--- src/cpu_pkg.sv ---
// shared types and MIPS32 encodings for the core, imported by every stage and both interfaces
`default_nettype none

package cpu_pkg;

    localparam int WORD_W     = 32;
    localparam int REG_ADDR_W = 5;
    localparam int SHAMT_W    = 5;
    localparam int NUM_REGS   = 32;

    typedef logic [WORD_W-1:0]     word_t;      // data, pc or instruction
    typedef logic [REG_ADDR_W-1:0] reg_addr_t;

    // register format
    typedef struct packed {
        logic [5:0]         opcode;
        reg_addr_t          rs;
        reg_addr_t          rt;
        reg_addr_t          rd;
        logic [SHAMT_W-1:0] shamt;
        logic [5:0]         funct;
    } r_fmt_t;

    // immediate format
    typedef struct packed {
        logic [5:0]  opcode;
        reg_addr_t   rs;
        reg_addr_t   rt;
        logic [15:0] imm;
    } i_fmt_t;

    // one word, two views; opcode decides which one means something
    typedef union packed {
        r_fmt_t r;
        i_fmt_t i;
    } instr_t;

    typedef enum logic [3:0] {
        ALU_ADD,
        ALU_SUB,
        ALU_AND,
        ALU_OR,
        ALU_XOR,
        ALU_NOR,
        ALU_SLT,
        ALU_SLTU,
        ALU_SLL,
        ALU_SRL,
        ALU_SRA,
        ALU_LUI
    } alu_op_e;

    // opcodes
    localparam logic [5:0] OPC_SPECIAL = 6'h00;
    localparam logic [5:0] OPC_ADDIU   = 6'h09;
    localparam logic [5:0] OPC_SLTI    = 6'h0a;
    localparam logic [5:0] OPC_SLTIU   = 6'h0b;
    localparam logic [5:0] OPC_ANDI    = 6'h0c;
    localparam logic [5:0] OPC_ORI     = 6'h0d;
    localparam logic [5:0] OPC_XORI    = 6'h0e;
    localparam logic [5:0] OPC_LUI     = 6'h0f;

    // funct field of SPECIAL
    localparam logic [5:0] FN_SLL  = 6'h00;
    localparam logic [5:0] FN_SRL  = 6'h02;
    localparam logic [5:0] FN_SRA  = 6'h03;
    localparam logic [5:0] FN_ADDU = 6'h21;
    localparam logic [5:0] FN_SUBU = 6'h23;
    localparam logic [5:0] FN_AND  = 6'h24;
    localparam logic [5:0] FN_OR   = 6'h25;
    localparam logic [5:0] FN_XOR  = 6'h26;
    localparam logic [5:0] FN_NOR  = 6'h27;
    localparam logic [5:0] FN_SLT  = 6'h2a;
    localparam logic [5:0] FN_SLTU = 6'h2b;

    localparam word_t DEFAULT_RESET_PC = 32'hbfc0_0000;  // kseg1 boot vector

endpackage

`default_nettype wire

--- src/pipe_if.sv ---
// stage-to-stage buses of the pipeline, decode to execute and execute to result
`timescale 1ns/1ps
`default_nettype none

interface dec_exe_if;
    import cpu_pkg::*;

    logic               valid;
    word_t              pc;
    alu_op_e            alu_op;
    reg_addr_t          rs;      // source numbers, kept for forwarding
    reg_addr_t          rt;
    word_t              rs_val;
    word_t              rt_val;
    word_t              imm;     // already extended
    logic               use_imm;
    logic [SHAMT_W-1:0] shamt;
    reg_addr_t          dst;
    logic               wen;

    modport dec (output valid, pc, alu_op, rs, rt, rs_val, rt_val, imm, use_imm, shamt, dst,
                 wen);
    modport exe (input  valid, pc, alu_op, rs, rt, rs_val, rt_val, imm, use_imm, shamt, dst,
                 wen);
endinterface

interface exe_res_if;
    import cpu_pkg::*;

    logic      valid;
    word_t     pc;
    word_t     result;
    reg_addr_t dst;
    logic      wen;

    modport exe (output valid, pc, result, dst, wen);
    modport res (input  valid, pc, result, dst, wen);
endinterface

`default_nettype wire

--- src/decode_stage.sv ---
// first stage: pc counter, register file and decode of the incoming word into an ALU op
`timescale 1ns/1ps
`default_nettype none

module decode_stage #(
    parameter cpu_pkg::word_t RESET_PC = cpu_pkg::DEFAULT_RESET_PC
) (
    input  logic               aclk,
    input  logic               arst_n,
    input  logic               inst_valid,
    input  cpu_pkg::word_t     inst_word,
    input  logic               wb_wen,
    input  cpu_pkg::reg_addr_t wb_dst,
    input  cpu_pkg::word_t     wb_data,
    dec_exe_if.dec             dx
);
    import cpu_pkg::*;

    word_t     pc_q;                 // pc of the next accepted word
    word_t     rf [NUM_REGS];
    instr_t    ins;
    alu_op_e   op;
    logic      use_imm;
    logic      sign_ext;
    logic      dst_is_rd;
    logic      known;
    word_t     imm_ext;
    reg_addr_t dst;

    assign ins = inst_word;

    // register file read, bypassing a write in the same cycle
    function automatic word_t rf_read(input reg_addr_t a);
        word_t v;
        if (a == '0) begin
            v = '0;
        end else if (wb_wen && wb_dst == a) begin
            v = wb_data;
        end else begin
            v = rf[a];
        end
        return v;
    endfunction

    always_comb begin
        op        = ALU_ADD;
        use_imm   = 1'b1;
        sign_ext  = 1'b0;
        dst_is_rd = 1'b0;
        known     = 1'b1;
        case (ins.i.opcode)
            OPC_SPECIAL: begin
                use_imm   = 1'b0;
                dst_is_rd = 1'b1;
                case (ins.r.funct)
                    FN_ADDU: op = ALU_ADD;
                    FN_SUBU: op = ALU_SUB;
                    FN_AND:  op = ALU_AND;
                    FN_OR:   op = ALU_OR;
                    FN_XOR:  op = ALU_XOR;
                    FN_NOR:  op = ALU_NOR;
                    FN_SLT:  op = ALU_SLT;
                    FN_SLTU: op = ALU_SLTU;
                    FN_SLL:  op = ALU_SLL;
                    FN_SRL:  op = ALU_SRL;
                    FN_SRA:  op = ALU_SRA;
                    default: known = 1'b0;
                endcase
            end
            OPC_ADDIU: begin
                op       = ALU_ADD;
                sign_ext = 1'b1;
            end
            OPC_SLTI: begin
                op       = ALU_SLT;
                sign_ext = 1'b1;
            end
            OPC_SLTIU: begin
                op       = ALU_SLTU;
                sign_ext = 1'b1;          // extended signed, compared unsigned
            end
            OPC_ANDI: op = ALU_AND;
            OPC_ORI:  op = ALU_OR;
            OPC_XORI: op = ALU_XOR;
            OPC_LUI:  op = ALU_LUI;
            default:  known = 1'b0;
        endcase
    end

    assign imm_ext = sign_ext ? {{16{ins.i.imm[15]}}, ins.i.imm} : {16'h0000, ins.i.imm};
    assign dst     = dst_is_rd ? ins.r.rd : ins.i.rt;

    // write port, $0 is never stored
    always_ff @(posedge aclk) begin
        if (wb_wen && wb_dst != '0) begin
            rf[wb_dst] <= wb_data;
        end
    end

    always_ff @(posedge aclk or negedge arst_n) begin
        if (!arst_n) begin
            pc_q     <= RESET_PC;
            dx.valid <= 1'b0;
            dx.wen   <= 1'b0;
        end else begin
            if (inst_valid) begin
                pc_q <= pc_q + 32'd4;
            end
            dx.valid <= inst_valid;
            dx.wen   <= inst_valid && known && (dst != '0);
        end
    end

    // payload, meaningful only with valid
    always_ff @(posedge aclk) begin
        dx.pc      <= pc_q;
        dx.alu_op  <= op;
        dx.rs      <= ins.r.rs;
        dx.rt      <= ins.r.rt;
        dx.rs_val  <= rf_read(ins.r.rs);
        dx.rt_val  <= rf_read(ins.r.rt);
        dx.imm     <= imm_ext;
        dx.use_imm <= use_imm;
        dx.shamt   <= ins.r.shamt;
        dx.dst     <= dst;
    end

endmodule

`default_nettype wire

--- src/execute_stage.sv ---
// second stage: picks the newest operands and runs the ALU, result goes to the result stage
`timescale 1ns/1ps
`default_nettype none

module execute_stage (
    input  logic               aclk,
    input  logic               arst_n,
    dec_exe_if.exe             dx,
    exe_res_if.exe             xr,
    input  logic               wb_wen,
    input  cpu_pkg::reg_addr_t wb_dst,
    input  cpu_pkg::word_t     wb_data
);
    import cpu_pkg::*;

    word_t op_a;
    word_t op_b;
    word_t rt_fwd;
    word_t alu_res;
    logic  lt_s;
    logic  lt_u;

    // newest copy of a source: item ahead of us, then write-back, then decode read
    function automatic word_t fwd(input reg_addr_t src, input word_t rf_val);
        word_t v;
        if (src != '0 && xr.wen && xr.dst == src) begin
            v = xr.result;
        end else if (src != '0 && wb_wen && wb_dst == src) begin
            v = wb_data;
        end else begin
            v = rf_val;
        end
        return v;
    endfunction

    assign op_a   = fwd(dx.rs, dx.rs_val);
    assign rt_fwd = fwd(dx.rt, dx.rt_val);
    assign op_b   = dx.use_imm ? dx.imm : rt_fwd;

    assign lt_s = $signed(op_a) < $signed(op_b);
    assign lt_u = op_a < op_b;

    always_comb begin
        case (dx.alu_op)
            ALU_ADD:  alu_res = op_a + op_b;
            ALU_SUB:  alu_res = op_a - op_b;
            ALU_AND:  alu_res = op_a & op_b;
            ALU_OR:   alu_res = op_a | op_b;
            ALU_XOR:  alu_res = op_a ^ op_b;
            ALU_NOR:  alu_res = ~(op_a | op_b);
            ALU_SLT:  alu_res = {{(WORD_W-1){1'b0}}, lt_s};
            ALU_SLTU: alu_res = {{(WORD_W-1){1'b0}}, lt_u};
            ALU_SLL:  alu_res = op_b << dx.shamt;      // shifts work on rt
            ALU_SRL:  alu_res = op_b >> dx.shamt;
            ALU_SRA:  alu_res = word_t'($signed(op_b) >>> dx.shamt);
            ALU_LUI:  alu_res = {op_b[15:0], 16'h0000};
            default:  alu_res = '0;
        endcase
    end

    always_ff @(posedge aclk or negedge arst_n) begin
        if (!arst_n) begin
            xr.valid <= 1'b0;
            xr.wen   <= 1'b0;
        end else begin
            xr.valid <= dx.valid;
            xr.wen   <= dx.wen;   // already low for bubbles
        end
    end

    always_ff @(posedge aclk) begin
        xr.pc     <= dx.pc;
        xr.result <= alu_res;
        xr.dst    <= dx.dst;
    end

endmodule

`default_nettype wire

--- src/mini_mips_top.sv ---
// core top level: three pipeline stages behind the instruction strobe and the trace port
`timescale 1ns/1ps
`default_nettype none

module mini_mips_top #(
    parameter cpu_pkg::word_t RESET_PC = cpu_pkg::DEFAULT_RESET_PC
) (
    input  logic               aclk,
    input  logic               arst_n,
    input  logic               inst_valid,
    input  cpu_pkg::word_t     inst_word,
    output cpu_pkg::word_t     debug_wb_pc,
    output cpu_pkg::word_t     debug_wb_rf_wdata,
    output logic [3:0]         debug_wb_rf_wen,
    output cpu_pkg::reg_addr_t debug_wb_rf_wnum
);
    import cpu_pkg::*;

    logic      wb_wen;     // write-back port, also the second forwarding source
    reg_addr_t wb_dst;
    word_t     wb_data;

    dec_exe_if i_dx ();
    exe_res_if i_xr ();

    decode_stage #(
        .RESET_PC   (RESET_PC)
    ) i_decode_stage (
        .aclk       (aclk),
        .arst_n     (arst_n),
        .inst_valid (inst_valid),
        .inst_word  (inst_word),
        .wb_wen     (wb_wen),
        .wb_dst     (wb_dst),
        .wb_data    (wb_data),
        .dx         (i_dx.dec)
    );

    execute_stage i_execute_stage (
        .aclk       (aclk),
        .arst_n     (arst_n),
        .dx         (i_dx.exe),
        .xr         (i_xr.exe),
        .wb_wen     (wb_wen),
        .wb_dst     (wb_dst),
        .wb_data    (wb_data)
    );

    result_stage i_result_stage (
        .aclk       (aclk),
        .arst_n     (arst_n),
        .xr         (i_xr.res),
        .wb_wen     (wb_wen),
        .wb_dst     (wb_dst),
        .wb_data    (wb_data),
        .trace_pc   (debug_wb_pc),
        .trace_wen  (debug_wb_rf_wen)
    );

    assign debug_wb_rf_wdata = wb_data;
    assign debug_wb_rf_wnum  = wb_dst;

endmodule

`default_nettype wire

--- src/result_stage.sv ---
// last stage: drives the register-file write port and the golden-trace signals
`timescale 1ns/1ps
`default_nettype none

module result_stage (
    input  logic                aclk,
    input  logic                arst_n,
    exe_res_if.res              xr,
    output logic                wb_wen,
    output cpu_pkg::reg_addr_t  wb_dst,
    output cpu_pkg::word_t      wb_data,
    output cpu_pkg::word_t      trace_pc,
    output logic [3:0]          trace_wen
);
    import cpu_pkg::*;

    always_ff @(posedge aclk or negedge arst_n) begin
        if (!arst_n) begin
            wb_wen <= 1'b0;
        end else begin
            wb_wen <= xr.wen;
        end
    end

    always_ff @(posedge aclk) begin
        wb_dst  <= xr.dst;
        wb_data <= xr.result;
        if (xr.valid) begin
            trace_pc <= xr.pc;    // holds across bubbles
        end
    end

    assign trace_wen = {4{wb_wen}};  // whole word or nothing

endmodule

`default_nettype wire
--- config.mk ---
export PLATFORM = sky130hd
export DESIGN_NAME = mini_mips_top
export DESIGN_NICKNAME = d
export VERILOG_FILES = /design/src/cpu_pkg.sv /design/src/pipe_if.sv /design/src/decode_stage.sv /design/src/execute_stage.sv /design/src/mini_mips_top.sv /design/src/result_stage.sv
export SDC_FILE = /design/constraint.sdc
export NUM_CORES = 2
export LEC_CHECK = 0
export BUFFER_PORTS_ARGS = -buffer_cell sky130_fd_sc_hd__buf_2
export CAP_MARGIN = 5
export CORE_AREA = 3 3 442 444
export DETAILED_ROUTE_END_ITERATION = 10
export DIE_AREA = 0 0 445 447
export PLACE_DENSITY = 0.51
export SYNTH_ARGS = -nofsm -noshare
export SYNTH_HDL_FRONTEND = slang
export SYNTH_SLANG_ARGS = --single-unit
--- constraint.sdc ---
create_clock -name aclk -period 11.3 [get_ports aclk]
set_input_delay 1.13 -clock aclk [delete_from_list [all_inputs] [get_ports aclk]]
set_output_delay 1.13 -clock aclk [all_outputs]
set_load 0.005 [all_outputs]
==> Word-level counts from Yosys, hierarchy flattened <==
Memories as Yosys holds them, arrays and structs flattened. A register that Yosys moved wholly into a read port is not among the register bits.
Cells that the tools add are included.
{ "word_totals": {"out_inout_bits": 73, "ff_bits": 249, "wordCells": 105, "memories": 1, "in_bits": 35, "ram_bits": 1024} }
{ "op_classes": {"n_lt_le_gt_ge": 2, "muxes": 16, "n_addsub": 3, "bitwise": 4, "eq_ne": 32, "reduce_logical": 23, "shift": 3} }
{ "memory_table": {"columns": ["memory", "words", "word_bits", "read_ports", "rd_clocked_by_memory_dff", "wr", "line", "source"], "rows": [
  ["i_decode_stage.rf", 32, 32, 2, 2, 1, "decode_stage.sv:20", "word_t rf [NUM_REGS];"]
]} }
{ "op_table": {"columns": ["cell", "count"], "rows": [
  ["$pmux 32 s12", 1],
  ["$mux 32", 5],
  ["$lt 32x32->1", 2],
  ["$eq 6x6->1 const B", 8],
  ["$eq 6x4->1 const B", 7],
  ["$pmux 4 s10", 1],
  ["$add 32x3->32 const B", 1],
  ["$add 32x32->32", 1],
  ["$and 32x32->32", 1],
  ["$not 32->32", 1],
  ["$or 32x32->32", 1],
  ["$shl 32x5->32", 1],
  ["$shr 32x5->32", 1],
  ["$sshr 32x5->32", 1],
  ["$sub 32x32->32", 1],
  ["$xor 32x32->32", 1],
  ["$pmux 4 s7", 1],
  ["$eq 5x5->1", 4],
  ["$reduce_bool 5->1", 4],
  ["$eq 4x3->1 const B", 4],
  ["$eq 4x4->1 const B", 4],
  ["$eq 6x2->1 const B", 2],
  ["$logic_not 6->1", 2],
  ["$logic_and 1x1->1", 11],
  ["10 further kinds", 17]
]} }

==> Depth between registers and ports, before layout <==
{ "depth": {"word_depth": 9, "ltp_mapped": 22, "mapped_depth_nobuf": 19} }

==> Cells and area by module <==
From an unflattened synthesis, not the netlist that was laid out.
{ "unflattened": {"hier_cells": 4768, "hier_area_um2": 67337.1} }
{ "by_module_without_submodules": {"columns": ["mod", "seq_area_each_um2", "area_each_um2", "cells_per_inst", "instances"], "rows": [
  ["decode_stage", 34184.0, 52247.6, 2749, 1],
  ["execute_stage", 1431.4, 13332.8, 1945, 1],
  ["result_stage", 1726.7, 1756.7, 74, 1]
]} }

==> Worst setup path before layout <==
Ideal clock, no wire load.
{ "synth_path": {"path_type": "register to register", "startpoint": "register i_result_stage.wb_dst[2]", "endpoint": "register i_execute_stage.xr.result[0]", "setup_time_ns": 0.120, "path_stages_with_launch": 21, "n_path_buf": 3, "period_less_slack_ns": 5.323, "t_arrival_ns": 5.203, "required_ns": 11.180, "setup_slack_ns": 5.977, "cell_sequence": "dfxtp_1 > buf_1 > xor2_1 > nor3_1 > nand3_1 > nor2_1 > clkbuf_1 > mux2i_1 > o21ai_0 > ha_1 > clkbuf_1 > nor3_1 > o211ai_1 > a311oi_1 > a211oi_1 > nor4_1 > o21ai_0 > a2111oi_1 > o211ai_1 > a21o_1 > a211o_1"} }
{ "synth_via": {"elab_chain_cells": 8, "elab_cells_between_ends": 21, "cone_classes": "2 x add/sub; 2 x order compare; 2 x eq/ne; 3 x shift; 6 x mux; 4 x bitwise; 2 x reduce/logical"} }
{ "synth_lines": {"columns": ["item", "line", "source"], "rows": [
  ["start, declared", "result_stage.sv:10", "output cpu_pkg::reg_addr_t wb_dst,"],
  ["start signal, assigned", "result_stage.sv:26", "wb_dst <= xr.dst;"],
  ["parallel branches: the longest is 7 deep, another holds $sub 32x32->32", null, null],
  ["$pmux 32 s12 *", "execute_stage.sv:44", "case (dx.alu_op)"],
  ["net i_execute_stage.alu_res[0]", "execute_stage.sv:19", "word_t alu_res;"],
  ["end signal, assigned", "execute_stage.sv:73", "xr.result <= alu_res;"],
  ["end, declared", "pipe_if.sv:36", "modport exe (output valid, pc, result, dst, wen);"]
]} }
Mark *: on every way through the listed nets, which the timed path passes.
A chain may end at the register's enable or synchronous reset.

==> Worst setup path after layout <==
Same ends and word-level chain as after synthesis.

==> metrics.md <==
| Metric | Value |
|---|---|
| Cell count after placement | 6864 |
| Hpwl dp | 148000 um |
| Post CTS Setup Buffer Count | 0 |
| Fin Setup TNS | 0 ns |
| PortBufs | 105 |
| Die width | roughly 450 um |
| Min Clock Period, post-route | approximately 7 ns |
| Met3 wire length | 16400 um |
| Max Cap Viol | 0 |
| Yosys cell types | 105 |
| Cell Int Power | 9.15 mW |
| Endpoint class of the critical path | register |
| CTS clk-pin slew, worst paths | 0.06 ns |
| Crit share post-route | 0.621 |
| Commonest non-fill, non-tap cells in the layout | edfxtp_1, mux4_2, dfxtp_1 |
| #FFs+latches synth | roughly 1300 |
| Post-route setup slack | 4.28 ns |
| Ys async rst share | 0.0264 |
| Std cell rows | about 160 |
| EDFF count, synth | 1054 |
| Core Util, Final | 0.395 |
| Die area | 199000 um^2 |
| Slew Viols, Final | 0 |
| R2R depth | 18 |
| Critical Path AT | just under 8 ns |
| WL met1 | 98500 um |
| Ports | 108 |
| CTS Hold Bufs | 0 |
| Fmax achieved | between 0.1 and 0.15 GHz |
| Critical Path RT | 11.99 ns |
| Worst slack, placed | 4.56 ns |
| Outcome | finished clean |
| Fraction of layout instances using a drive strength above 1 | 0.271 |
| Critical path launch point type | register |
| Mapped Area | ~67000 um^2 |
| Post-Syn Instances | 4392 |
| P per Cell Area | roughly 170 nW/um^2 |
| Top cell type's share of synthesized area | 0.472 |
| Final Non-Filler Cells | roughly 7100 |
| Sequential power share | 0.466 |
| Initial antenna violation count | 5 |
| Setup violators final | 0 |
| Pwr Total | 12.6 mW |
| CTS Buf Count | 150 |
| WL met2 | 111000 um |
| Die Height | 447 um |
| Synth area leader | edfxtp_1 |
| Top post-synthesis cells by area | edfxtp_1, mux4_2, dfxtp_1 |
| TritonRoute pass-1 iters | 5 |
| First-pass GRT wire length | 334000 um |
| Commonest non-fill, non-tap cell in the layout | edfxtp_1 |
| Largest net degree at the start of global routing | 96 |
| Clk_skew | ~0.064 ns |
| Sw Share | 0.275 |
| Seq/Total Area, Yosys | 0.555 |
| Via count | ~43000 |
| Highest routed layer | met4 |
| Count of yosys warnings during synthesis | 0 |
| Max Root-Sink Buffers | 3 |
| Sw Pwr | roughly 3.5 mW |
| Worst-Margin Slew | 1.31 ns |
| Wirelength per Cell | 33.0 um |
| Core area | 192000 um^2 |
| Top_reg_cell synth | edfxtp_1 |
| Final WL | 235000 um |
| Vias in the first global route | 43500 |
| Mean post-synth cell area | 15.3 um^2 |
| Hold Crit Class | reg2reg |
| Worst-Skew Late Latency | 0.80 ns |
| Final ANT Viol Nets | 0 |
| # DRC | 0 |
| Hold depth | 0 |
| Clock power frac | 0.383 |
| # resized after CTS | 0 |
| Sink Count | 1324 |
| Fin nets | between 4000 and 5000 |
| Setup CP Type | reg2reg |
| Crit path max fanout | 32 |
| GP Congestion | 0.981 |
| Pleak | 25.0 nW |
| P&R area growth vs syn | 13.2% |
| RSZ-0062 raised after global routing | false |
| TritonCTS clock tree | yes |
| Final hold violations | 0 |
| Peak supply drop | 117 uV |
| Total GRT Usage | 0.235 |
| GRT overflow | 0 |
| Logic pwr share | 0.150 |
| H-tree Lvls | 4 |
| Max-slew headroom | 0.118 |
| DR iter-0 viols | 5087 |
| Reg2reg setup slack | 4.28 ns |
| Vias per inst | 6.09 |
| Clk root buf | clkbuf_16 |
| Initial Utilization | 0.349 |
## cell usage after synthesis (21+ instances only)
library cell and n:
o22ai_1 28, a21o_1 30, a31oi_1 35, nand3_1 59
ha_1 104, nor4_1 33, nand4_1 42, a311oi_1 26
mux4_2 659, o211ai_1 34, o31ai_1 34, mux2i_1 126
nor3_1 52, o221ai_1 23, xnor2_1 41, buf_1 67
a221o_1 25, clkbuf_1 248, o21ai_0 169, nand2_1 215
nor2b_1 21, nor2_1 251, dfrtp_1 26, a211oi_1 101
a21oi_1 110, a221oi_1 34, dfxtp_1 235, inv_1 101
edfxtp_1 1054
## logic make-up after synthesis
logic type | count (synthesis) | synth area share
buffers and inverters | 455 | 0.0268
xor gates and xnor gates | 60 | 0.00784
DFF | 1324 | 0.555
adders and majority gates | 106 | 0.0200
muxes | 802 | 0.243
other | 1 | 0.0000559
and+or+nand+nor | 790 | 0.0557
AOI/OAI and AO/OA | 854 | 0.0910
## critical path, stage by stage, from the launching register on
cell       delay, ns
dfxtp_1         0.64
xor2_1          0.14
nor3_1          0.25
nand3_1         0.16
nor2_4          0.13
buf_4           0.57
mux2i_1         0.18
o21ai_0         0.43
ha_1            0.47
nor3_1          0.50
o211ai_1        0.19
a311oi_1        0.28
a211oi_1        0.16
nor4_1          0.68
o21ai_0         0.43
a2111oi_1       0.91
o211ai_1        0.23
a21o_1          0.20
a211o_1         0.28
## power groups by stage
stage | clock network [mW] | registers (mW) | logic [mW]
after floorplan | 0 | 6.08 | 0.945
after CTS | 4.94 | 5.88 | 1.89
final | 4.84 | 5.89 | 1.90
after detailed placement | 0 | 5.98 | 1.88
after global routing | 5.16 | 5.90 | 2.03
after global placement | 0 | 5.99 | 1.88
## cell type report
class	count	area, um^2
clock inverters	79	840
repair buffers	262	1800
flip-flops and latches	1324	37200
multi-input cells	2646	28400
clock buffers	193	4010
well taps	2526	3160
diodes	1	2.50
fillers	17600	116000
inverters	106	398
## path summary, 6_finish.rpt
path | from | endpoint
worst max-delay path | i_result_stage.wb_dst[2]$_DFF_P_ | i_execute_stage.xr.result[0]$_DFF_P_
worst min-delay path | i_decode_stage.dx.pc[24]$_DFF_P_ | i_execute_stage.xr.pc[24]$_DFF_P_
worst max register to register | i_result_stage.wb_dst[2]$_DFF_P_ | i_execute_stage.xr.result[0]$_DFF_P_
worst min register to register | i_decode_stage.dx.pc[24]$_DFF_P_ | i_execute_stage.xr.pc[24]$_DFF_P_
max in group asynchronous | arst_n | i_decode_stage.pc_q[15]$_DFFE_PN0P_
min in group asynchronous | arst_n | i_decode_stage.pc_q[5]$_DFFE_PN0P_
## state kept, by name, summed over array words and instances, names as in the netlist, 13 cells and up
register and count:
i_decode_stage.dx.imm 13, i_decode_stage.dx.pc 30, i_decode_stage.dx.rs_val 32, i_decode_stage.dx.rt_val 32, i_decode_stage.pc_q 30, i_decode_stage.rf 1024, i_execute_stage.xr.pc 30, i_execute_stage.xr.result 32
i_result_stage.trace_pc 30, i_result_stage.wb_data 32
## metal layers
layer	vias up	GRT usage
met1	22900	0.321
met2	1849	0.376
li1	18300	-
met4	0	0.0863
met5	-	0
met3	424	0.0401
## per-stage QoR
step           cell area [um^2]  hold WS [ns]
6_report                  75900         0.305
5_1_grt                   75900         0.314
4_1_cts                   75900         0.302
3_5_place_dp              71100         0.312
3_3_place_gp              71100         0.312
2_1_floorplan             67200         0.310
Note: power is estimated with default switching activity, not from simulation.
